File: src/icache_lru.sv
`timescale 1ns/100ps

module icache_lru #(
    parameter int index_width = 4
) (
    input  logic                   clk,
    input  logic                   rst_n,
    input  logic [index_width-1:0] index,
    input  logic                   touch,
    input  logic                   touched_way,
    output logic                   victim
);

    localparam int sets = 1 << index_width;

    // per set, the way used least recently
    logic [sets-1:0] lru_q;

    always_ff @(posedge clk or negedge rst_n) begin
        if (!rst_n) begin
            lru_q <= '0;
        end else if (touch) begin
            lru_q[index] <= ~touched_way;
        end
    end

    assign victim = lru_q[index];

endmodule

File: config.mk
export PLATFORM = sky130hd
export DESIGN_NAME = icache_lru
export DESIGN_NICKNAME = d
export VERILOG_FILES = /design/src/icache_lru.sv
export SDC_FILE = /design/constraint.sdc
export NUM_CORES = 1
export LEC_CHECK = 0
export BUFFER_PORTS_ARGS = -buffer_cell sky130_fd_sc_hd__buf_2
export CORE_UTILIZATION = 50
export DETAILED_ROUTE_END_ITERATION = 10
export GPL_TIMING_DRIVEN = 0
export PLACE_DENSITY_LB_ADDON = 0.2
export SYNTH_ARGS = -nofsm -noshare
export SYNTH_HDL_FRONTEND = slang
export SYNTH_SLANG_ARGS = --single-unit
File: constraint.sdc
create_clock -name clk -period 1.5 [get_ports clk]
set_clock_uncertainty 0.1 [all_clocks]
set_input_delay 0.15 -clock clk [delete_from_list [all_inputs] [get_ports clk]]
set_output_delay 0.15 -clock clk [all_outputs]
set_load 0.02 [all_outputs]
==> results.sh <==
export IMPL_status="finished with violations"
export IMPL_violations="negative setup slack"
export IMPL_cts_clk_slew_worst_paths_ps=90
export IMPL_cp_startpoint="lru_q[3]"
export IMPL_die_x_um=42.8
export IMPL_path_buf_inv=1
export IMPL_hold_viol=0
export IMPL_path_cells="mux4_2 -> a22oi_2 -> nand3_1 -> buf_2"
export IMPL_initial_core_util_pct=54.7
export IMPL_ios=9
export IMPL_arrival_ps=1580
export IMPL_clock_sinks=16
export IMPL_syn_inst=74
export IMPL_numCtsBuffers=3
export IMPL_portBuffers=5
export IMPL_synth_cell_type_count=18
export IMPL_cts_tree="built"
export IMPL_drtPass1Iterations=4
export IMPL_routed_wl_um=1640
export IMPL_synth_compound_area_share_pct=24.9
export IMPL_p_leak_nw=0.373
export IMPL_start_kind="flop"
export IMPL_dr_total_vias=648
export IMPL_yosys_area_share_simple_pct=8.71
export IMPL_slew_headroom_pct=65.6
export IMPL_critPathSlowestCell="mux4_2"
export IMPL_fillers=125
export IMPL_holdWs_ps=129
export IMPL_tightest_slew_ps=513
export IMPL_slowest_delay_ps=480
export IMPL_crit_family="multiplexers"
export IMPL_clock_latency_ps=290
export IMPL_coreArea_um2=1520
export IMPL_irDropWorstVdd_mv=0.745
export IMPL_route_detailed_drc=0
export IMPL_grt_max_degree=17
export IMPL_end_kind="primary output"
export IMPL_diodes=0
export IMPL_yosysSeqAreaShare_pct=48.0
export IMPL_pwr_share_seq_pct=53.7
export IMPL_rsz0062_at_grt="yes"
export IMPL_die_y_um=42.8
export IMPL_hp_start="touched_way"
export IMPL_synthXorXnorAreaFrac_pct=0
export IMPL_pwr_density_cell_nw_per_um2=1190
export IMPL_clock_path_buffers=2
export IMPL_period_needed_ps=1830
export IMPL_root_buffer="clkbuf_4"
export IMPL_finalCritPeriodShare_pct=122
export IMPL_p_int_uw=766
export IMPL_pre_cts_ws_ps=3.22
export IMPL_syn_area_um2=833
export IMPL_drt_initial_drc_count=17
export IMPL_cts_resized=0
export IMPL_r2r_start="lru_q[13]"
export IMPL_cp_required_ps=1250
export IMPL_min_path_type="input pin to flop"
export IMPL_regMostFlops="lru_q"
export IMPL_synth_avg_cell_area_um2=11.3
export IMPL_setup_viol=1
export IMPL_wire_per_inst_um=16.6
export IMPL_yosysWarnings=0
export IMPL_antenna_found_initial=0
export IMPL_path_class="flop to primary output"
export IMPL_grt_usage_pct=21.5
export IMPL_switching_power_uw=317
export IMPL_drv_slew=0
export IMPL_synth_top_family_by_area="compound AO/OA/AOI/OAI gates"
export IMPL_clock_power_share_pct=21.2
export IMPL_grt_pass1_vias=598
export IMPL_drive_gt1_share_pct=26.5
export IMPL_mostFrequentLayoutCells="a31oi_1, dfrtp_1, a21oi_1"
export IMPL_max_cap_violations=0
export IMPL_ant_nets=0
export IMPL_rows=14
export IMPL_overflow=0
export IMPL_synth_area_mux_share_pct=11.7
export IMPL_largestRegisters="lru_q (16)"
export IMPL_dieArea_um2=1830
export IMPL_avgViaCountPerCell=6.55
export IMPL_fin_nets=93
export IMPL_place_area_um2=878
export IMPL_r2r_slack_ps=660
export IMPL_worst_slack_ps=-328
export IMPL_largest_reg_flops=16
export IMPL_routabilityCongestion=0.792
export IMPL_htree_levels=1
export IMPL_synth_nets=82
export IMPL_synthAdderAreaFrac_pct=0
export IMPL_netSwitchingFraction_pct=29.3
export IMPL_grt_pass1_wl_um=2740
export IMPL_crit_fanout=2
export IMPL_combPwrFrac_pct=25.1
export IMPL_areaGrowthSynthToFinish_pct=9.31
export IMPL_fmax_mhz=547
export IMPL_hpwl_um=1080
export IMPL_fin_area_um2=911
export IMPL_ys_seq_elements=16
metal layers:
layer  vias to the layer above  routed length [um]  GRT usage (%)
met2                        20                 724           30.3
met4                         0                  49           15.0
met3                         5                  79           3.83
met5                         -                   0              0
li1                        308                   -              -
met1                       315                 790           29.7
cell families (layout without fill, tap and decap cells):
| logic type | Yosys count | count (layout) |
|---|---|---|
| mux | 4 | 4 |
| buf+inv | 11 | 20 |
| compound gates | 33 | 33 |
| simple gates | 10 | 10 |
| flops | 16 | 16 |
power groups by stage:
| stage | registers (mW) | logic, mW | clock network [mW] |
|---|---|---|---|
| floorplan | 0.575 | 0.216 | 0 |
| global placement | 0.588 | 0.262 | 0 |
| detailed placement | 0.591 | 0.268 | 0 |
| CTS | 0.582 | 0.272 | 0.239 |
| global route | 0.593 | 0.306 | 0.256 |
| finish | 0.581 | 0.272 | 0.230 |
path summary, 6_finish.rpt:
kind	to	cells after the start
worst max-delay path	victim	4
worst min-delay path	lru_q[3]	2
worst max register to register	lru_q[13]	2
worst min register to register	lru_q[9]	2
max in group asynchronous	lru_q[1]	2
min in group asynchronous	lru_q[15]	2
worst register-to-register path, delay by kind of cell (launching register included):
| family | cells | cell delay [ps] |
|---|---|---|
| AO/OA/AOI/OAI | 2 | 200 |
| flip-flops | 1 | 390 |
cell usage after synthesis:
| cell | count | share of area [%] |
|---|---|---|
| a31oi_1 | 16 | 12 |
| dfrtp_1 | 16 | 48 |
| a21oi_1 | 12 | 7.2 |
| buf_2 | 5 | 3.0 |
| a41oi_1 | 4 | 4.2 |
| clkbuf_1 | 4 | 1.8 |
| and3b_2 | 2 | 2.4 |
| mux4_1 | 2 | 6.3 |
| mux4_2 | 2 | 5.4 |
| nand3_1 | 2 | 1.2 |
| nor2b_1 | 2 | 1.5 |
| a22oi_2 | 1 | 1.5 |
| and3_2 | 1 | 0.90 |
| buf_1 | 1 | 0.45 |
| buf_6 | 1 | 1.4 |
| nand2_1 | 1 | 0.45 |
| nor2_2 | 1 | 0.75 |
| nor3b_2 | 1 | 1.5 |
final cells by class:
class	count	area, um2	share of cell area (%)
Timing Repair Buffer	6	35.0	3.85
Multi-Input combinational cell	47	378	41.5
Sequential cell	16	400	44.0
Buffer	11	55.1	6.04
Clock buffer	3	22.5	2.47
Tap cell	16	20.0	2.20
per-stage QoR:
stage               TNS [ps]  power, mW  util [%]  std cells
floorplan                  0      0.791         -         74
global placement       -16.9      0.850      57.6         95
detailed placement         0      0.859      57.6         95
CTS                     -339       1.09      59.8         99
global route            -402       1.15      59.8         99
finish                  -328       1.08      59.8         99
what timing repair did:
item / CTS / global route
hold buffers: 1 / 0
endpoints found under the hold margin: 16 / 0
setup endpoints to repair: 1 / 1
buffers inserted: 0 / 0
No activity file was read; power rests on OpenSTA's default activity.
