### src/icache_pkg.sv
package icache_pkg;

    ////////////////////////////////////////////////////
    // widths
    ////////////////////////////////////////////////////

    // words per line is fixed at four
    localparam int offset_width = 2;

    // widest index the struct can carry
    localparam int index_max_width = 8;

    // tag of the narrowest index (two bits), the real tag is its upper part
    localparam int tag_max_width = 32 - 2 - offset_width - 2;

    typedef logic [31:0]                  addr_t;
    typedef logic [31:0]                  word_t;
    typedef logic [63:0]                  pair_t;
    typedef logic [127:0]                 line_t;
    typedef logic [tag_max_width-1:0]     tag_t;
    typedef logic [index_max_width-1:0]   index_t;
    typedef logic [offset_width-1:0]      offset_t;

    // addi x0, x0, 0
    localparam word_t nop_insn = 32'h0000_0013;

    ////////////////////////////////////////////////////
    // bundles
    ////////////////////////////////////////////////////

    typedef struct packed {
        tag_t    tag;
        index_t  index;
        offset_t offset;
        addr_t   addr;
    } icache_req_t;

    typedef struct packed {
        pair_t pair;
        logic  flag;
        logic  resp_valid;
    } icache_resp_t;

    typedef enum logic [2:0] {
        idle,
        lookup,
        miss_req,
        miss_wait,
        refill
    } ctrl_state_e;

endpackage

### src/icache_data_array.sv
`timescale 1ns/100ps

module icache_data_array #(
    parameter int index_width = 4
) (
    input  logic                   clk,
    input  logic [index_width-1:0] rd_index,
    input  logic [index_width-1:0] wr_index,
    input  logic [1:0]             data_we,
    input  icache_pkg::line_t      wr_line,
    output icache_pkg::line_t      line0,
    output icache_pkg::line_t      line1
);

    localparam int sets = 1 << index_width;

    icache_pkg::line_t line_mem [2][sets];
    icache_pkg::line_t rd_line_q [2];

    // whole line written on refill, read one cycle later
    always_ff @(posedge clk) begin
        for (int w = 0; w < 2; w++) begin
            if (data_we[w]) begin
                line_mem[w][wr_index] <= wr_line;
            end
            rd_line_q[w] <= line_mem[w][rd_index];
        end
    end

    assign line0 = rd_line_q[0];
    assign line1 = rd_line_q[1];

endmodule

### config.mk
export PLATFORM = sky130hd
export DESIGN_NAME = icache_data_array
export DESIGN_NICKNAME = d
export VERILOG_FILES = /design/src/icache_pkg.sv /design/src/icache_data_array.sv
export SDC_FILE = /design/constraint.sdc
export NUM_CORES = 2
export LEC_CHECK = 0
export CAP_MARGIN = 5
export CELL_PAD_IN_SITES_DETAIL_PLACEMENT = 0
export CELL_PAD_IN_SITES_GLOBAL_PLACEMENT = 1
export CORE_MARGIN = 2
export CORE_UTILIZATION = 51
export CTS_CLUSTER_SIZE = 20
export DETAILED_ROUTE_END_ITERATION = 10
export DONT_BUFFER_PORTS = 1
export PLACE_DENSITY_LB_ADDON = 0.12
export RECOVER_POWER = 100
export SYNTH_ARGS = -nofsm -noshare
export SYNTH_HDL_FRONTEND = slang
export SYNTH_MEMORY_MAX_BITS = 65536
export SYNTH_SLANG_ARGS = --single-unit
### constraint.sdc
create_clock -name clk -period 6.2 [get_ports clk]
set_input_delay 0 -clock clk [delete_from_list [all_inputs] [get_ports clk]]
set_output_delay 0 -clock clk [all_outputs]
set_load 0.03 [all_outputs]
==> summary.txt <==
Top achievable clock speed: 191.3 MHz
Number of remaining DRC errors: 0
Maxcap violations: 115
Final RePlAce weighted congestion: 0.7280
Kind of launch point of the worst setup path: primary input
Commonest non-fill, non-tap cell in the layout: edfxtp_1
Leakage: 58.72 nW
WL final: 425.4 mm
Placed Area: 164000 sq um
Synth Warn #: 0
Mux cell area share after synthesis: 14.49%
Post-synthesis xor/xnor area fraction: 0%
Crit path to: line_mem[0][2312]
Post-Syn Area: 158900 sq um
Via count: 76.16k
Levels on crit path: 5
Final Hold Violating Endpoints: 7
Switch share: 21.52%
Sum of internal, switching and leakage power: 63.63 mW
Fin Setup TNS: 0 ns
Placeable Area: 309400 sq um
Status: complete, but fails checks
RR Startpoint: line_mem[0][3428]
# Post-CTS Setup Buffers: 0
Die span in y: 562.2 um
Data required, critical path: 6.67 ns
Post-synthesis sequential element count: 4352
Floorplan die width: 562.2 um
Number of detailed-route iterations in the first pass: 8
DIE AREA: 316100 sq um
Avg Cell Area, Syn: 23.40 sq um
CTS clk-pin slew, worst paths: 0.06 ns
Slew @ Worst Pin: 4.942 ns
WL per Instance: 35.04 um
Internal power: 49.94 mW
Layout Utilization: 59.57%
Number of nets in the synthesized netlist: 6929
Count of instances resized after the clock tree is built: 0
Nets: 7759
Post-Synth Simple-Gate Area: 0.7882%
Overall overflow remaining after global route: 0
Worst hold margin: -0.1488 ns
Worst EP arrival: 5.70 ns
Total clock buffers created by CTS: 437
Worst R2R Setup Slack: 2.95 ns
Worst path cell trace: dlygate4sd3_1, nand3_1, nor2_4, clkbuf_1, clkbuf_2
Antenna violations before repair: 31
Max Slew Vio Count: 3961
Launch point of the critical path: data_we[1]
Port bufs: 0
Global-route wire length before repair: 597.5 mm
Sequential area share after synthesis: 80.63%
Period minus WS final: 5.227 ns
Cell count of the worst hold path: 2
Area grow syn2layout: 15.98%
CP max stage delay: 2.54 ns
Worst IR drop on VDD: 0.2712 mV
Number of global-route vias before repair: 78.47k
Largest net degree at the start of global routing: 525
Slowest cell on the critical path: clkbuf_2
Hold path startpoint: wr_index[0]
Kind of capture point of the worst setup path: flop
H-tree depth reported by CTS: 5
Critical path class: in -> reg
Violations in the final reports: hold timing, capacitance limit, slew limit
CP bufs+invs: 3
Detailed router's first-iteration violation count: 9281
Count of hold buffers inserted by post-cts repair: 620
Bufs on Longest Clock Path: 4
Comb power frac: 4.8%
Power share of the clock group: 42.3%
Fin Clk Skew: 0.04698 ns
Main combinational cell family by area after synthesis: multiplexers
TritonCTS clock tree: yes
Via count normalized by instance count: 6.274
Skew-Pair Late Insertion Delay: 0.96 ns
Register share of total power: 53.0%
Power density cells: 345.3 nW/um^2
Clock tree root buffer cell: clkbuf_16
Syn Inst Count: 6790
Initial Utilization: 51.37%
Most frequent cells in the layout: edfxtp_1, mux4_2, dlygate4sd3_1, clkbuf_16, a22oi_1
Portion of the clock cycle consumed by the worst path in the final layout: 84.31%
Compound-gate portion of the synthesized area: 2.820%
Layout cell share with drive strength beyond 1: 20.99%
Worst R2R End: rd_line_q[0][228]
Relative slew slack: -229.5%
Setup-failing EPs final: 0
Cell class contributing the biggest share of worst-path delay: buffers and inverters
Setup repair after global routing missed its margin: no
I/O pin count: 395
Count of unique library cells instantiated by Yosys: 27
Synthesized-area fraction occupied by adder cells: 0%
Class of the tightest hold or removal check: in -> reg
Power spent charging and discharging nets: 13.69 mW
Remaining number of nets flagged by the antenna check after routing: 0
Number of sinks on the clock net: 4352
Post-route cell area: 184300 sq um
Total Routing Usage GR: 26.90%
Detail Placement HPWL: 197.5 mm
R2R cell count: 7
Crit-path max FO: 67
Cell row count: 204
metal layers:
| metal | vias to the layer above | routed length (um) | track usage [%] | part of all wire (%) |
|---|---|---|---|---|
| li1 | 30607 | - | - | - |
| met1 | 41958 | 175500 | 38.87 | 41 |
| met5 | - | 76 | 0 | 0.018 |
| met3 | 472 | 33000 | 4.148 | 7.8 |
| met4 | 12 | 7207 | 5.051 | 1.7 |
| met2 | 3115 | 209600 | 44.28 | 49 |
kinds of logic after synthesis:
| kind of cell | after synthesis |
|---|---|
| AO/OA/AOI/OAI | 629 |
| multiplexers | 1138 |
| flip-flops | 4352 |
| AND/OR/NAND/NOR | 304 |
| buffers and inverters | 367 |
cells in the mapped netlist:
cell type,n,area share [%]
a211oi_1,43,0.20
a21oi_1,66,0.21
a22oi_1,426,2.0
and2_0,1,0.0039
and2_1,2,0.0079
buf_1,46,0.11
buf_2,70,0.22
buf_4,36,0.17
buf_6,56,0.40
clkbuf_1,158,0.37
dfxtp_1,256,3.2
edfxtp_1,4096,77
inv_2,1,0.0024
mux2_2,3,0.021
mux2i_1,205,1.3
mux4_2,930,13
nand2_1,220,0.52
nand2b_1,3,0.012
nand3_1,5,0.016
nand3b_1,2,0.0094
nor2_1,38,0.090
nor2_2,1,0.0039
nor2b_1,31,0.12
o211ai_1,42,0.20
o21ai_0,9,0.028
o22ai_1,43,0.17
or2_2,1,0.0039
metrics by stage:
stage / setup WS, ns / instances
after floorplan: -0.2203 / 6790
final: 0.9728 / 12140
after detailed placement: 2.291 / 10676
after global routing: 0.8160 / 12135
after global placement: 2.344 / 10676
after CTS: 1.550 / 12124
worst reg2reg max path, delay by kind of cell, from the launching register on:
| family | cells | cell delay [ns] |
|---|---|---|
| multiplexers | 1 | 0.47 |
| AND/OR/NAND/NOR | 1 | 0.13 |
| AO/OA/AOI/OAI | 2 | 0.28 |
| buffers and inverters | 3 | 1.88 |
| flip-flops | 1 | 0.37 |
state kept, by name (all words and copies together) (netlist names):
name / count
rd_line_q: 256
line_mem: 4096
final cells by class:
cell class,instances,area (sq um)
Antenna cell,11,27.53
Tap cell,4120,5155
Fill cell,21901,125100
Clock inverter,207,2577
Timing Repair Buffer,757,7272
Multi-Input combinational cell,2071,28890
Clock buffer,621,12240
Inverter,1,8.758
Sequential cell,4352,128100
power by group through the flow:
stage,Clock [mW],Sequential [mW],Combinational (mW)
3_5_place_dp,0,34.3,2.10
3_3_place_gp,0,34.3,2.09
5_1_grt,28.4,33.8,3.23
6_report,26.9,33.7,3.04
4_1_cts,27.3,33.7,3.12
2_1_floorplan,0,34.1,1.60
how the worst min path moves through the flow:
stage                              to  slack [ns]
floorplan              line_mem[0][0]         0.1
global placement    line_mem[0][1195]        0.10
detailed placement  line_mem[0][2457]         0.1
CTS                 line_mem[0][3955]      0.0009
global route        line_mem[0][1227]       -0.13
finish              line_mem[0][1227]       -0.15
(Power assumes the default switching activity.)
