File: config.mk
export PLATFORM = sky130hd
export DESIGN_NAME = icache_tag_array
export DESIGN_NICKNAME = d
export VERILOG_FILES = /design/src/icache_pkg.sv /design/src/icache_tag_array.sv
export SDC_FILE = /design/constraint.sdc
export NUM_CORES = 1
export LEC_CHECK = 0
export CAP_MARGIN = 0
export CORE_AREA = 2 2 162 322
export CTS_CLUSTER_DIAMETER = 120
export DETAILED_ROUTE_END_ITERATION = 10
export DIE_AREA = 0 0 164 324
export DONT_BUFFER_PORTS = 1
export PLACE_DENSITY = 0.76
export SYNTH_ARGS = -nofsm -noshare
export SYNTH_HDL_FRONTEND = slang
export SYNTH_SLANG_ARGS = --single-unit
export TNS_END_PERCENT = 50
File: constraint.sdc
create_clock -name clk -period 3.6 [get_ports clk]
set_input_delay 0 -clock clk [delete_from_list [all_inputs] [get_ports clk]]
set_output_delay 0 -clock clk [all_outputs]
set_load 0.1 [all_outputs]
File: src/icache_pkg.sv
package icache_pkg;

    ////////////////////////////////////////////////////
    // widths
    ////////////////////////////////////////////////////

    // words per line is fixed at four
    localparam int offset_width = 2;

    // widest index the struct can carry
    localparam int index_max_width = 8;

    // tag of the narrowest index (two bits), the real tag is its upper part
    localparam int tag_max_width = 32 - 2 - offset_width - 2;

    typedef logic [31:0]                  addr_t;
    typedef logic [31:0]                  word_t;
    typedef logic [63:0]                  pair_t;
    typedef logic [127:0]                 line_t;
    typedef logic [tag_max_width-1:0]     tag_t;
    typedef logic [index_max_width-1:0]   index_t;
    typedef logic [offset_width-1:0]      offset_t;

    // addi x0, x0, 0
    localparam word_t nop_insn = 32'h0000_0013;

    ////////////////////////////////////////////////////
    // bundles
    ////////////////////////////////////////////////////

    typedef struct packed {
        tag_t    tag;
        index_t  index;
        offset_t offset;
        addr_t   addr;
    } icache_req_t;

    typedef struct packed {
        pair_t pair;
        logic  flag;
        logic  resp_valid;
    } icache_resp_t;

    typedef enum logic [2:0] {
        idle,
        lookup,
        miss_req,
        miss_wait,
        refill
    } ctrl_state_e;

endpackage

File: src/icache_tag_array.sv
`timescale 1ns/100ps

module icache_tag_array #(
    parameter int index_width = 4
) (
    input  logic                    clk,
    input  logic                    rst_n,
    input  logic [index_width-1:0]  rd_index,
    input  icache_pkg::icache_req_t req,
    input  logic [1:0]              tag_we,
    output logic [1:0]              hit
);

    localparam int sets      = 1 << index_width;
    localparam int tag_width = 32 - 2 - icache_pkg::offset_width - index_width;

    logic [tag_width-1:0] tag_mem [2][sets];
    logic [tag_width-1:0] rd_tag_q [2];
    logic [sets-1:0]      valid_q [2];
    logic [1:0]           rd_valid_q;
    logic [tag_width-1:0] req_tag;
    logic [index_width-1:0] wr_index;

    // only the upper part of the wide tag is meaningful here
    assign req_tag  = req.tag[icache_pkg::tag_max_width-1 -: tag_width];
    assign wr_index = req.index[index_width-1:0];

    // tag storage with registered read
    always_ff @(posedge clk) begin
        for (int w = 0; w < 2; w++) begin
            if (tag_we[w]) begin
                tag_mem[w][wr_index] <= req_tag;
            end
            rd_tag_q[w] <= tag_mem[w][rd_index];
        end
    end

    // valid bits
    always_ff @(posedge clk or negedge rst_n) begin
        if (!rst_n) begin
            for (int w = 0; w < 2; w++) begin
                valid_q[w] <= '0;
            end
            rd_valid_q <= '0;
        end else begin
            for (int w = 0; w < 2; w++) begin
                if (tag_we[w]) begin
                    valid_q[w][wr_index] <= 1'b1;
                end
                rd_valid_q[w] <= valid_q[w][rd_index];
            end
        end
    end

    for (genvar w = 0; w < 2; w++) begin : g_cmp
        assign hit[w] = rd_valid_q[w] && (rd_tag_q[w] == req_tag);
    end

endmodule

==> flow_summary_export.csv <==
group,metric,value,unit
die,die-area,0.05314,mm²
logic_synthesis,synth_seq_cells,850,
final_layout,drive_gt1_share,23.75,%
logic_synthesis,synthArstFlopShare,4.000,%
pwr,p_per_area,554.1,mW/mm²
logic_synthesis,yosysWarnings,0,
clocking,clkTransAtPathRegs,0.07,ns
logic_synthesis,synth_edf_count,768,
final_layout,area_growth,13.92,%
die,num_rows,117,
logic_synthesis,syn_area,0.03158,mm²
logic_synthesis,synth_cell_types,22,
grt,antenna_found_initial,1,
routing,drc,0,
placement,post-place-cells,2009,
logic_synthesis,ys_seq_area_share,78.77,%
die,initial_core_util,62.16,%
sta,period_share,81.09,%
placement,port_buffers,0,
pwr,p_leak,11.37,nW
setup_path,start_kind,"flip-flop",
sta,maxSlewViolCount,0,
die,core_area,0.05080,mm²
pwr,ir_worst_vdd,0.0005517,V
pwr,power_frac_seq,56.1,%
die,die_h,324,µm
pwr,p_comb_share,5.8,%
sta,hold_viol,0,
sta,worst_pin_slew,1.219,ns
placement,hpwl,33.66,mm
routing,drtIter0Drc,1487,
routing,num_vias,14920,
pwr,p_sw_share,20.45,%
placement,place.gp.congestion,0.7469,
sta,post-route-min-period,2.919,ns
clocking,tritoncts,"yes",
setup_path,required,4.09,ns
routing,vias_per_cell,6.617,
sta,fin_skew,0.01679,ns
clocking,cts_hold_buf,124,
sta,rsz0062_at_grt,"false",
flow_run,maxCapViolCount,0,
setup_path,critical_path_arrival,3.41,ns
clocking,cts_made_buffers,68,
grt,grt-ovfl-total,0,
routing,wl_per_cell,32.10,µm
sta,fmax,342.6,MHz
clocking,cts.path.max_buffers,3,
logic_synthesis,synthFlopType,"edfxtp_1",
final_layout,fin_nets,1625,
min_path,hold_class,"in2reg",
pwr,clockPowerShare,38.1,%
pwr,finalPower,19.93,mW
pwr,p_int,15.86,mW
clocking,htreeDepth,3,
grt,grt_pass1_vias,16020,
sta,max_slew_margin,18.47,%
clocking,clkSinkCount,850,
pwr,p_switching,4.075,mW
clocking,cts_setup_buffers,0,
clocking,post_cts_resized,0,
setup_path,setup.worst_path.class,"reg2reg",
grt,grt_max_degree,137,
final_layout,instances_no_fill,2255,
grt,grt_pass1_wl,105.6,mm
routing,firstDrtPassIters,6,
setup_path,end_kind,"flip-flop",
die,die_x,164,µm
clocking,cts-root-buf,"clkbuf_16",
logic_synthesis,syn_inst,1418,
logic_synthesis,syn_area_per_cell,22.27,µm²
logic_synthesis,syn_nets,1494,
grt,grt.total_usage,28.59,%
routing,totalWireLength,72.40,mm
sta,setup_viol,0,
clocking,clkLatencyLatePin,0.62,ns
outcome,status,"completed",
die,io_pins,78,
routing,ant_nets,0,
setup_path,worst-path-max-fanout,1,
[synth_stat cells, types with 3 or more instances]
master    count  area share, %
dfxtp_1      48            3.0
nand4_1       4          0.079
nor2_1       34           0.40
buf_2        16           0.25
xor2_1       30           0.83
clkbuf_1     32           0.38
nand2_1      55           0.65
buf_4        10           0.24
mux4_2      200             14
nand3_1       6          0.095
buf_1        12           0.14
edfxtp_1    768             73
xnor2_1      18           0.50
a22oi_1     100            2.4
or2_2        33           0.65
nor4_1        8           0.16
nor2b_1       3          0.059
dfrtp_1      34            2.7
[cell usage in the layout, fill, tap and decap left out, drive strengths merged]
master | Yosys | routed
edfxtp | 768 | 768
nor3 | 2 | 2
and2 | 1 | 1
nor4 | 8 | 8
bufinv | 0 | 6
nand2 | 55 | 55
dfrtp | 34 | 34
xnor2 | 18 | 18
dfxtp | 48 | 48
clkinv | 0 | 17
buf | 38 | 12
nor2 | 34 | 34
clkbuf | 32 | 94
xor2 | 30 | 30
clkinvlp | 0 | 4
nand3 | 6 | 6
nand4 | 4 | 4
diode | 0 | 1
nor2b | 3 | 3
nand2b | 2 | 2
dlygate4sd3 | 0 | 119
nand3b | 2 | 2
mux4 | 200 | 200
a22oi | 100 | 100
or2 | 33 | 33
[routing by layer]
metal / wire, µm / GRT usage (%) / vias to the layer above
li1: - / - / 6139
met1: 24730 / 35.04 / 7921
met2: 39570 / 50.18 / 688
met3: 4881 / 4.475 / 174
met4: 3215 / 13.06 / 0
met5: 0 / 0 / -
[through the flow]
step / hold WS [ns] / utilization, % / area [µm²] / worst slack (ns) / setup TNS (ns)
finish: 0.1501 / 70.82 / 35970 / 0.6807 / 0
global route: 0.1885 / 70.81 / 35970 / 0.6083 / 0
CTS: 0.1415 / 70.81 / 35970 / 0.7317 / 0
detailed placement: -0.2940 / 63.85 / 32430 / 1.621 / 0
global placement: -0.2940 / 63.85 / 32430 / 1.684 / 0
floorplan: -0.2956 / - / 31580 / -0.03719 / -0.03719
[logic make-up after synthesis]
group           Yosys count  synth area share (%)
buf+inv                  70                 1.014
simple gates            150                 2.243
compound gates          100                 2.377
xor+xnor                 48                 1.331
mux                     200                 14.26
flops                   850                 78.77
[layout make-up]
type | count | area (µm²)
multi-input cells | 498 | 6669
clock buffers | 94 | 1946
clock inverters | 27 | 286.5
well taps | 654 | 818.3
repair buffers | 131 | 1379
fillers | 2794 | 14820
flip-flops and latches | 850 | 24870
diodes | 1 | 2.502
[worst max-delay path, stage by stage (launching register included)]
cell	delay, ns
edfxtp_1	0.40
mux4_2	0.50
dlygate4sd3_1	0.57
a22oi_1	0.14
dlygate4sd3_1	0.57
nand2_1	0.05
dlygate4sd3_1	0.57
[state kept, by name, indices dropped and copies added (netlist names)]
signal      cells
tag_mem       768
valid_q        32
rd_valid_q      2
rd_tag_q       48
[path summary, 6_finish.rpt]
path	endpoint	depth (start not counted)	slack, ns	from
min in group asynchronous	valid_q[3]$_DFFE_PN0P_	4	0.46	rst_n
worst min register to register	valid_q[5]$_DFFE_PN0P_	1	0.46	valid_q[5]$_DFFE_PN0P_
worst max register to register	rd_tag_q[0][3]$_DFF_P_	6	0.68	tag_mem[0][195]$_DFFE_PP_
worst min-delay path	tag_mem[0][286]$_DFFE_PP_	2	0.15	tag_we[0]
max in group asynchronous	valid_q[26]$_DFFE_PN0P_	4	2.94	rst_n
worst max-delay path	rd_tag_q[0][3]$_DFF_P_	6	0.68	tag_mem[0][195]$_DFFE_PP_
[power by group through the flow]
stage	combinational, mW	sequential (mW)	clock [mW]
5_1_grt	1.22	11.2	7.99
2_1_floorplan	0.672	11.3	0
4_1_cts	1.15	11.2	7.63
3_5_place_dp	0.782	11.4	0
3_3_place_gp	0.763	11.4	0
6_report	1.15	11.2	7.59
Note: power is estimated with default switching activity, not from simulation.
