**config.mk**
```make
export PLATFORM = sky130hd
export DESIGN_NAME = icache_ctrl
export DESIGN_NICKNAME = d
export VERILOG_FILES = /design/src/icache_pkg.sv /design/src/icache_ctrl.sv
export SDC_FILE = /design/constraint.sdc
export NUM_CORES = 1
export LEC_CHECK = 0
export BUFFER_PORTS_ARGS = -buffer_cell sky130_fd_sc_hd__buf_2
export CORE_AREA = 3 3 40 42
export CTS_BUF_LIST = sky130_fd_sc_hd__clkbuf_8
export CTS_CLUSTER_DIAMETER = 40
export CTS_CLUSTER_SIZE = 25
export DETAILED_ROUTE_END_ITERATION = 10
export DIE_AREA = 0 0 43 45
export PLACE_DENSITY_LB_ADDON = 0.12
export SKIP_LAST_GASP = 1
export SYNTH_ARGS = -nofsm -noshare
export SYNTH_HDL_FRONTEND = slang
export SYNTH_SLANG_ARGS = --single-unit
```
**constraint.sdc**
```tcl
create_clock -name clk -period 3.2 [get_ports clk]
set_input_delay 0.48 -clock clk [delete_from_list [all_inputs] [get_ports clk]]
set_output_delay 0.48 -clock clk [all_outputs]
set_load 0.05 [all_outputs]
```
**src/icache_pkg.sv**
```systemverilog
package icache_pkg;

    ////////////////////////////////////////////////////
    // widths
    ////////////////////////////////////////////////////

    // words per line is fixed at four
    localparam int offset_width = 2;

    // widest index the struct can carry
    localparam int index_max_width = 8;

    // tag of the narrowest index (two bits), the real tag is its upper part
    localparam int tag_max_width = 32 - 2 - offset_width - 2;

    typedef logic [31:0]                  addr_t;
    typedef logic [31:0]                  word_t;
    typedef logic [63:0]                  pair_t;
    typedef logic [127:0]                 line_t;
    typedef logic [tag_max_width-1:0]     tag_t;
    typedef logic [index_max_width-1:0]   index_t;
    typedef logic [offset_width-1:0]      offset_t;

    // addi x0, x0, 0
    localparam word_t nop_insn = 32'h0000_0013;

    ////////////////////////////////////////////////////
    // bundles
    ////////////////////////////////////////////////////

    typedef struct packed {
        tag_t    tag;
        index_t  index;
        offset_t offset;
        addr_t   addr;
    } icache_req_t;

    typedef struct packed {
        pair_t pair;
        logic  flag;
        logic  resp_valid;
    } icache_resp_t;

    typedef enum logic [2:0] {
        idle,
        lookup,
        miss_req,
        miss_wait,
        refill
    } ctrl_state_e;

endpackage

```
**src/icache_ctrl.sv**
```systemverilog
`timescale 1ns/100ps

module icache_ctrl #(
    parameter int index_width = 4
) (
    input  logic       clk,
    input  logic       rst_n,
    input  logic       valid,
    input  logic       stall,
    input  logic [1:0] hit,
    input  logic       victim,
    input  logic       mem_addr_ok,
    input  logic       mem_data_ok,
    output logic       ready,
    output logic       req_we,
    output logic       mem_req,
    output logic [1:0] tag_we,
    output logic [1:0] data_we,
    output logic       lru_touch,
    output logic       lru_way,
    output logic       sel_way,
    output logic       sel_return,
    output logic       resp_valid
);

    // the wide tag vector assumes at least two index bits
    if (index_width < 2 || index_width > icache_pkg::index_max_width) begin : g_bad_index
        $error("icache index_width out of range");
    end

    icache_pkg::ctrl_state_e state_q;
    icache_pkg::ctrl_state_e state_d;

    always_ff @(posedge clk or negedge rst_n) begin
        if (!rst_n) begin
            state_q <= icache_pkg::idle;
        end else begin
            state_q <= state_d;
        end
    end

    ////////////////////////////////////////////////////
    // next state and strobes
    ////////////////////////////////////////////////////

    assign sel_way = hit[1];
    assign mem_req = (state_q == icache_pkg::miss_req);

    always_comb begin
        state_d    = state_q;
        ready      = 1'b0;
        req_we     = 1'b0;
        tag_we     = 2'b00;
        data_we    = 2'b00;
        lru_touch  = 1'b0;
        lru_way    = hit[1];
        sel_return = 1'b0;
        resp_valid = 1'b0;
        case (state_q)
            icache_pkg::idle: begin
                ready  = !stall;
                req_we = valid && !stall;
                if (req_we) begin
                    state_d = icache_pkg::lookup;
                end
            end
            icache_pkg::lookup: begin
                if (hit == 2'b00) begin
                    state_d = icache_pkg::miss_req;
                end else if (!stall) begin
                    // answer and take the next request in the same cycle
                    resp_valid = 1'b1;
                    lru_touch  = 1'b1;
                    ready      = 1'b1;
                    req_we     = valid;
                    state_d    = valid ? icache_pkg::lookup : icache_pkg::idle;
                end
            end
            icache_pkg::miss_req: begin
                if (mem_addr_ok) begin
                    state_d = icache_pkg::miss_wait;
                end
            end
            icache_pkg::miss_wait: begin
                if (mem_data_ok) begin
                    tag_we     = {victim, ~victim};
                    data_we    = {victim, ~victim};
                    lru_touch  = 1'b1;
                    lru_way    = victim;
                    sel_return = 1'b1;
                    resp_valid = !stall;
                    // stalled refill answers later from the arrays
                    state_d    = stall ? icache_pkg::refill : icache_pkg::idle;
                end
            end
            icache_pkg::refill: begin
                // arrays re-read the new line before lookup
                state_d = icache_pkg::lookup;
            end
            default: begin
                state_d = icache_pkg::idle;
            end
        endcase
    end

endmodule

```
==> summary.md <==
| Metric | Value |
|---|---|
| Mapped Cells | `34` |
| Placer congestion estimate | `0.7022` |
| Cts-stage hold buffer count | `0` |
| Worst vdd ir | `0.3980 mV` |
| Max stage delay on crit path | `0.52 ns` |
| Vias in the first global route | `296` |
| Reg with most FFs | `state_q` |
| Register area share after synthesis | `27.52%` |
| Via count | `323` |
| Final net count | `64` |
| Mapped Area | `272.8 um2` |
| Clock Skew | `0.001747 ns` |
| Fmax | `477.6 MHz` |
| Worst Hold Class | `in -> async` |
| Reg-to-reg endpoint | `state_q[0]$_DFFE_PN0P_` |
| Crit-path cells | `and4b_1 -> mux2_2 -> buf_2` |
| H-tree depth | `1` |
| Clk_lat worst skew | `0.21 ns` |
| Tot Pwr | `0.0004387 W` |
| Final setup TNS | `0 ns` |
| DR pass1 iterations | `3` |
| Max_cap viols | `0` |
| Die Span Y | `45 um` |
| Reg2Reg Setup Slack | `1.87 ns` |
| Die area | `0.001935 mm2` |
| Leakage | `0.2201 nW` |
| Share of post-route cells with drive strength above 1 | `44.44%` |
| Synth Register Bits | `3` |
| Initial antenna violation count | `0` |
| Final Hold Viols | `0` |
| Syn_area_per_cell | `8.022 um2` |
| CTS-repair resized insts | `0` |
| CTS tree | `done` |
| Worst-path clk slew | `0.03 ns` |
| HPWL Detailed | `570.1 um` |
| Diode count | `0` |
| DRC viols | `0` |
| Worst setup margin | `1.106 ns` |
| IO Pins | `21` |
| CP required | `2.72 ns` |
| Max-slew violation count | `0` |
| Clock Path Buffers | `2` |
| Die W | `43 um` |
| Initial Utilization | `21.23%` |
| Worst setup SP type | `flop` |
| Slew Limit Headroom | `77.91%` |
| Post-route minimum period | `2.094 ns` |
| PD cells | `1069 mW/mm2` |
| Total routing usage reported by global routing | `9.349%` |
| Outcome | `completed` |
| Final setup viols | `0` |
| Crit-path slowest cell | `dfrtp_1` |
| Synthesis Warnings | `0` |
| Post-Layout Cell Count | `69` |
| Regs by FF count | `state_q: 3 flops` |
| Crit Path Category | `reg -> out` |
| Row cnt | `13` |
| Period utilisation layout | `65.42%` |
| Port Buffer Count | `20` |
| Worst setup EP type | `output pin` |
| Post-CTS setup buffers | `0` |
| Crit path max fanout | `12` |
| Total grt overflow | `0` |
| Synth top area share | `27.52%` |
| Vias per inst | `4.681` |
| Placed insts | `65` |
| WL final | `750 um` |
| Routed Antenna Nets | `0` |
| Syn nets | `43` |
| WHS | `0.05300 ns` |
| Arr. time, crit path | `1.61 ns` |
| Layout fillers | `142` |
| Clock Sinks | `3` |
| Least-Margin Pin Slew | `0.3314 ns` |
| Max reg flops | `3` |
| Largest net degree at the start of global routing | `13` |
| Start of the worst register-to-register path | `state_q[1]$_DFFE_PN0P_` |
| Cell taking the most area after synthesis | `dfrtp_1` |
| Multi-input gate area | `171.4 um2` |
| Avg WL per Cell | `10.87 um` |
| Drt initial violations | `12` |
| Clk root buf | `clkbuf_8` |
| First-pass GRT wire length | `1.276 mm` |
| Ranking of synthesized cells by area | `dfrtp_1, and2_1, buf_4` |
| Worst slack, placed | `1.311 ns` |
| Core Footprint | `0.001285 mm2` |
| Number of buffers created by CTS | `3` |
| Layout area overhead | `50.46%` |
| Number of cells on the worst reg-to-reg path | `3` |
| Storage element area | `75.07 um2` |
| RSZ-0062 raised after global routing | `false` |
| Cell variety after synth | `18` |
==> cell usage after synthesis <==
library cell  n
clkbuf_1      1
a311oi_1      1
dfrtp_1       3
nand2b_1      1
nor3_1        2
buf_4         3
a2bb2oi_1     1
and4b_1       1
nor2b_1       1
or3b_1        2
and3_1        1
nor2_1        4
a21oi_1       4
a31oi_1       1
nor3b_1       2
nand3_1       1
and2_1        4
mux2_2        1
==> layout make-up <==
class	instances	area share, %
Timing Repair Buffer	20	24.39
Multi-Input combinational cell	27	41.77
Tap cell	15	4.573
Clock inverter	1	0.9146
Sequential cell	3	18.29
Clock buffer	3	10.06
==> power by group <==
group          switching (W)  internal, W  leakage (nW)
clock network      0.0000253    0.0000817        0.0269
registers          0.0000348    0.0000530        0.0373
logic               0.000171    0.0000731         0.156
total               0.000231     0.000208         0.220
==> metrics by stage <==
stage               utilization [%]  area (um2)
finish                        31.94       410.4
detailed placement            28.43       365.4
global route                  31.94       410.4
global placement              28.43       365.4
floorplan                         -       272.8
CTS                           31.94       410.4
==> routing by layer <==
layer	vias to the layer above	track usage [%]	part of all wire, %
li1	160	-	-
met1	147	11.65	47
met2	14	11.68	43
met3	2	2.789	7.9
met4	0	10.84	2.5
met5	-	0	0
==> layout by cell type (no fill, tap or decap), drive strengths merged <==
master / netlist / routed
a2bb2oi: 1 / 1
nand2b: 1 / 1
mux2: 1 / 1
dfrtp: 3 / 3
clkbuf: 1 / 3
a311oi: 1 / 1
nand3: 1 / 1
and2: 4 / 4
nor2b: 1 / 1
and3: 1 / 1
nor3: 2 / 2
nor3b: 2 / 2
a21oi: 4 / 4
inv: 0 / 1
nor2: 4 / 4
and4b: 1 / 1
a31oi: 1 / 1
or3b: 2 / 2
buf: 3 / 20
==> cells by family (layout without fill, tap and decap cells) <==
family,count (synthesis),after routing,synth area share [%]
and+or+nand+nor,19,19,42.66
DFF,3,3,27.52
muxes,1,1,4.128
AOI/OAI and AO/OA,7,7,16.06
buffers and inverters,4,24,9.631
==> critical path: cells and delay by family, from the launching register on <==
family                 cells  cell delay, ns
flip-flops                 1            0.52
multiplexers               1            0.34
AND/OR/NAND/NOR            1            0.32
buffers and inverters      1            0.21
==> worst max path at each step <==
stage	start	endpoint	slack, ns	cells after the start
after floorplan	state_q[2]$_DFFE_PN0P_	tag_we[0]	0.52	3
after global placement	state_q[1]$_DFFE_PN0P_	lru_way	1.34	3
after detailed placement	mem_data_ok	lru_way	1.31	4
after CTS	state_q[1]$_DFFE_PN0P_	lru_way	1.09	3
after global routing	state_q[1]$_DFFE_PN0P_	lru_way	0.99	3
final	state_q[1]$_DFFE_PN0P_	lru_way	1.11	3
Note: power is estimated with default switching activity, not from simulation.
