--- src/icache_pkg.sv ---
package icache_pkg;

    ////////////////////////////////////////////////////
    // widths
    ////////////////////////////////////////////////////

    // words per line is fixed at four
    localparam int offset_width = 2;

    // widest index the struct can carry
    localparam int index_max_width = 8;

    // tag of the narrowest index (two bits), the real tag is its upper part
    localparam int tag_max_width = 32 - 2 - offset_width - 2;

    typedef logic [31:0]                  addr_t;
    typedef logic [31:0]                  word_t;
    typedef logic [63:0]                  pair_t;
    typedef logic [127:0]                 line_t;
    typedef logic [tag_max_width-1:0]     tag_t;
    typedef logic [index_max_width-1:0]   index_t;
    typedef logic [offset_width-1:0]      offset_t;

    // addi x0, x0, 0
    localparam word_t nop_insn = 32'h0000_0013;

    ////////////////////////////////////////////////////
    // bundles
    ////////////////////////////////////////////////////

    typedef struct packed {
        tag_t    tag;
        index_t  index;
        offset_t offset;
        addr_t   addr;
    } icache_req_t;

    typedef struct packed {
        pair_t pair;
        logic  flag;
        logic  resp_valid;
    } icache_resp_t;

    typedef enum logic [2:0] {
        idle,
        lookup,
        miss_req,
        miss_wait,
        refill
    } ctrl_state_e;

endpackage

--- src/icache_req_buf.sv ---
`timescale 1ns/100ps

module icache_req_buf #(
    parameter int index_width = 4
) (
    input  logic                    clk,
    input  logic                    rst_n,
    input  logic                    req_we,
    input  icache_pkg::addr_t       addr,
    output icache_pkg::icache_req_t req
);

    icache_pkg::addr_t addr_q;

    // accepted fetch address
    always_ff @(posedge clk or negedge rst_n) begin
        if (!rst_n) begin
            addr_q <= '0;
        end else if (req_we) begin
            addr_q <= addr;
        end
    end

    // field split, tag is left aligned in the widest tag vector
    always_comb begin
        req.tag    = addr_q[31:32-icache_pkg::tag_max_width];
        req.index  = icache_pkg::index_t'(addr_q[index_width+3:4]);
        req.offset = addr_q[icache_pkg::offset_width+1:2];
        req.addr   = addr_q;
    end

endmodule

--- config.mk ---
export PLATFORM = sky130hd
export DESIGN_NAME = icache_req_buf
export DESIGN_NICKNAME = d
export VERILOG_FILES = /design/src/icache_pkg.sv /design/src/icache_req_buf.sv
export SDC_FILE = /design/constraint.sdc
export NUM_CORES = 1
export LEC_CHECK = 0
export BUFFER_PORTS_ARGS = -buffer_cell sky130_fd_sc_hd__buf_2
export CORE_UTILIZATION = 42
export CTS_CLUSTER_DIAMETER = 120
export DETAILED_ROUTE_END_ITERATION = 7
export PLACE_DENSITY = 0.76
export SETUP_SLACK_MARGIN = 0.4
export SLEW_MARGIN = 20
export SYNTH_ARGS = -nofsm -noshare
export SYNTH_HDL_FRONTEND = slang
export SYNTH_SLANG_ARGS = --single-unit
--- constraint.sdc ---
create_clock -name clk -period 0.85 [get_ports clk]
set_input_delay 0.17 -clock clk [delete_from_list [all_inputs] [get_ports clk]]
set_output_delay 0.17 -clock clk [all_outputs]
set_load 0.05 [all_outputs]
==> impl_metrics.ini, run 1 <==
[sta]
finalCritPeriodShare = 1.241
fin_ws_ns = -0.2046
drv_slew = 0
hold_viol = 32
period_needed_ns = 1.055
clock.fmax_ghz = 0.9482
final-setup-viol-count = 75
tns_ns = -12.59
skew_ns = 0
rsz0062_at_grt = yes
whs_ns = -0.1549

[critical_path]
slowest_delay_ns = 0.44
path_cells = buf_6
critPathBufInv = 1
end_kind = output port
crit_end = req[7]
cp_max_fo = 4
cp.arrival_ns = 0.88
crit_start = addr_q[7]
timing.rr.start = addr_q[3]
crit_path_top_delay_cell = dfrtp_2
cpLargestDelayFamily = flip-flops
r2r-end = addr_q[3]
critPathKind = reg -> out
worstRegToRegCells = 2
crit_required_ns = 0.68
r2r_slack_ns = -0.08
start_kind = flip-flop
crit_cells = 1

[synth]
syn_avg_cell_area_um2 = 15.42
yosysSeqAreaShare = 0.4946
synth_top_area_share = 0.4946
yosysWarnings = 0
netlist_area_um2 = 1619
synth_area_leaders = dfrtp_1 (49%), mux2_4 (28%), buf_4 (17%)
syn_inst = 105
synth-seq-cells = 32
yosysTopAreaCell = dfrtp_1
yosys.cell_types.count = 7

[clocking]
numCtsBuffers = 5
clockBufferDepth = 2
cts_tree = done
clk-insertion-delay-late_ns = 0.27
cts.sinks = 32
htreeDepth = 2
path_clk_slew_ns = 0.06
root_buffer = clkbuf_8

[placement]
gp_congestion = 0.6127
io_buffers = 98
place_inst = 217
hpwl_um = 1977

[routing]
route.vias.total = 1040
wl_per_cell_um = 14.35
ant_nets = 0
drt_iter0_drc = 30
drt_wl_total_um = 3386
drc = 0
via_per_inst = 4.407
firstDrtPassIters = 4

[global_route]
grt_antenna_before_repair = 0
grt_pass1_vias = 1092
grt_overflow = 0
track_usage = 0.1787
grt_start_max_net_pins = 33
grt_first_pass_wirelength_um = 5278

[die]
die_width_um = 64.09
core_um2 = 3689
ioPinCount = 103
die-area_um2 = 4107
start_util = 0.4389
die_y_um = 64.09
row_count = 22

[pwr]
power_switching_w = 0.002118
powerDensity_nw_per_um2 = 2147
internal_power_w = 0.003325
p_leak_nw = 1.264
power_w = 0.005443
p_comb_frac = 0.439
clockPowerShare = 0.212
swShare = 0.3890
seq_power_share = 0.349
peakVddDrop_mv = 1.508

[status]
violations = negative hold slack, negative setup slack
status = complete, but fails checks

[final_layout]
antenna_cells = 0
largest_register_ffs = 32
reg_top3 = addr_q: 32 flops
nets = 222
final_util = 0.6872
top_register = addr_q
n_fill_cell = 231
layout-drive-gt1-share = 0.9681
area_delta_synth_final_pct = 56.57
instances_no_fill = 236

[flow_run]
drv_cap = 0

[hold_path]
hp-class = in -> async
## power groups by stage
stage | clock [W] | combinational, W | sequential (W)
floorplan | 0 | 0.00135 | 0.00244
global placement | 0 | 0.00189 | 0.00184
detailed placement | 0 | 0.00191 | 0.00184
CTS | 0.00120 | 0.00230 | 0.00188
global route | 0.00130 | 0.00246 | 0.00192
finish | 0.00115 | 0.00239 | 0.00190
## kinds of logic after synthesis
kind of cell           after synthesis  share of synthesized area
flip-flops                          32                     0.4946
multiplexers                        32                     0.2921
buffers and inverters               40                     0.2110
other                                1                   0.002316
## placed cells by master (no fill, tap or decap)
master	n
buf_6	68
buf_2	34
dfrtp_2	32
mux2_4	30
clkbuf_8	6
buf_4	6
conb_1	4
buf_12	3
mux2_2	2
clkbuf_1	2
buf_8	1
## Yosys cell counts
| cell | count |
|---|---|
| mux2_2 | 2 |
| dfrtp_1 | 32 |
| buf_4 | 36 |
| buf_12 | 3 |
| mux2_4 | 30 |
| buf_6 | 1 |
| conb_1 | 1 |
## cell type report
cell class              count  area [µm²]  area share
clock buffers               8       90.09     0.03554
multi-input cells          36       488.0      0.1925
flip-flops and latches     32       840.8      0.3317
well taps                  48       60.06     0.02369
repair buffers            112        1056      0.4166
## per-layer routing
layer | track usage | up-vias | wire length, µm
li1 | - | 468 | -
met1 | 0.1789 | 511 | 1228
met2 | 0.3311 | 59 | 1877
met3 | 0.05000 | 2 | 263
met4 | 0.09375 | 0 | 17
met5 | 0 | - | 0
## how the worst min path moves through the flow
| stage | endpoint | depth (start not counted) |
|---|---|---|
| CTS | addr_q[17] | 2 |
| global route | addr_q[17] | 2 |
| finish | addr_q[17] | 2 |
| detailed placement | addr_q[17] | 2 |
| global placement | addr_q[17] | 2 |
| floorplan | addr_q[0] | 0 |
## what timing repair did
| item | 4_1_cts | 5_1_grt |
|---|---|---|
| resized for setup | 111 | 23 |
| buffers inserted | 9 | 2 |
| gates cloned | 0 | 0 |
| pin swaps | 0 | 0 |
| hold endpoints to repair | 32 | 32 |
| endpoints found under the setup margin | 96 | 96 |
## stage by stage
step           cell area (µm²)  hold WS, ns  worst slack (ns)
2_1_floorplan             1896      -0.1256          -0.08267
3_3_place_gp              1939       0.1362          -0.08673
3_5_place_dp              1939       0.1372           -0.1061
4_1_cts                   2434      -0.1605           -0.2199
5_1_grt                   2535      -0.1643           -0.2428
6_report                  2535      -0.1549           -0.2046
(Power assumes the default switching activity.)
==> run 2: changes to the inputs <==
Clock period 0.85 ns to 1 ns, I/O delays scaled along.
==> impl_metrics.ini, run 2 (synthesized netlist as in run 1, its figures left out) <==
[status]
status = complete, but fails checks
violations = negative hold slack, negative setup slack

[pwr]
power_w = 0.004899
clockPowerShare = 0.271
p_comb_frac = 0.400
peakVddDrop_mv = 1.091
internal_power_w = 0.003088
power_switching_w = 0.001811
seq_power_share = 0.329
p_leak_nw = 1.235
swShare = 0.3697
powerDensity_nw_per_um2 = 1975

[critical_path]
end_kind = output port
worstRegToRegCells = 2
r2r_slack_ns = 0.08
slowest_delay_ns = 0.44
timing.rr.start = addr_q[30]
critPathKind = reg -> out
cp_max_fo = 4
critPathBufInv = 1
crit_path_top_delay_cell = dfrtp_2
crit_required_ns = 0.80
path_cells = buf_6
crit_start = addr_q[7]
cp.arrival_ns = 0.88
r2r-end = addr_q[30]
start_kind = flip-flop
crit_cells = 1
crit_end = req[7]
cpLargestDelayFamily = flip-flops

[die]
core_um2 = 3689
row_count = 22
ioPinCount = 103
die-area_um2 = 4107
die_width_um = 64.09
start_util = 0.4389
die_y_um = 64.09

[clocking]
numCtsBuffers = 5
cts_tree = done
path_clk_slew_ns = 0.07
root_buffer = clkbuf_8
clockBufferDepth = 2
cts.sinks = 32
htreeDepth = 2
clk-insertion-delay-late_ns = 0.28

[final_layout]
largest_register_ffs = 32
final_cell_mix = buf_6 (60), buf_2 (34), dfrtp_2 (32), mux2_4 (30), clkbuf_8 (7)
final_common_cell = buf_6
design_area_um2 = 2481
nets = 214
reg_top3 = addr_q: 32 flops
antenna_cells = 0
n_fill_cell = 267
top_register = addr_q
layout-drive-gt1-share = 0.9778
area_delta_synth_final_pct = 53.25

[routing]
drc = 0
drt_iter0_drc = 20
firstDrtPassIters = 2
via_per_inst = 4.487
route.vias.total = 1023
drt_wl_total_um = 3267
ant_nets = 0
wl_per_cell_um = 14.33

[placement]
hpwl_um = 1887
post-place-ws_ns = 0.01053
post_dp_cell_area_um2 = 1939
gp_congestion = 0.6128
io_buffers = 98

[sta]
whs_ns = -0.1312
finalCritPeriodShare = 1.084
final-setup-viol-count = 64
skew_ns = 0
drv_slew = 0
fin_ws_ns = -0.08447
rsz0062_at_grt = yes
hold_viol = 32
period_needed_ns = 1.084
clock.fmax_ghz = 0.9221

[flow_run]
drv_cap = 0

[hold_path]
hp-class = in -> async

[global_route]
grt_pass1_vias = 1024
grt_first_pass_wirelength_um = 5092
track_usage = 0.1723
grt_start_max_net_pins = 33
grt_antenna_before_repair = 0
grt_overflow = 0
-- run 2: cell count changes in the layout (fill, tap and decap cells not counted), sizes merged --
cell,previous run,this run
buf,112,104
bufinv,0,1
clkbuf,8,7
-- run 2: worst min path at each step --
stage,endpoint,depth (start not counted),startpoint
2_1_floorplan,addr_q[0],0,rst_n
3_3_place_gp,addr_q[17],2,rst_n
3_5_place_dp,addr_q[17],2,rst_n
4_1_cts,addr_q[17],2,rst_n
5_1_grt,addr_q[17],2,rst_n
6_report,addr_q[17],2,rst_n
-- run 2: routing by layer --
metal / share of wire / GRT usage / up-vias
met5: 0 / 0 / -
met4: 0.018 / 0.06818 / 0
met3: 0.088 / 0.06607 / 7
met2: 0.53 / 0.3138 / 65
met1: 0.36 / 0.1749 / 497
li1: - / - / 454
-- run 2: power by group through the flow --
| stage | logic (W) | clock network [W] | registers [W] |
|---|---|---|---|
| after floorplan | 0.00115 | 0 | 0.00208 |
| after global placement | 0.00161 | 0 | 0.00156 |
| after detailed placement | 0.00162 | 0 | 0.00156 |
| after CTS | 0.00191 | 0.00138 | 0.00159 |
| after global routing | 0.00202 | 0.00145 | 0.00163 |
| final | 0.00196 | 0.00133 | 0.00161 |
-- run 2: cell type report --
type	count	area [µm²]	share of cell area
sequential	32	840.8	0.3389
timing repair buffer	104	965.9	0.3893
clock buffer	7	96.34	0.03883
multi-input combinational	36	488.0	0.1967
clock inverter	1	30.03	0.01210
tap	48	60.06	0.02421
-- run 2: stage by stage --
stage / cells / setup TNS [ns] / utilization
final: 228 / -4.293 / 0.6727
after global routing: 228 / -6.511 / 0.6727
after CTS: 228 / -5.396 / 0.6574
after detailed placement: 217 / 0 / 0.5258
after global placement: 217 / 0 / 0.5258
after floorplan: 108 / 0 / -
-- run 2: timing repair --
| action | 4_1_cts | 5_1_grt |
|---|---|---|
| hold endpoints to repair | 32 | 32 |
| endpoints found under the setup margin | 96 | 96 |
| buffers inserted | 3 | 0 |
| gates resized for setup | 111 | 15 |
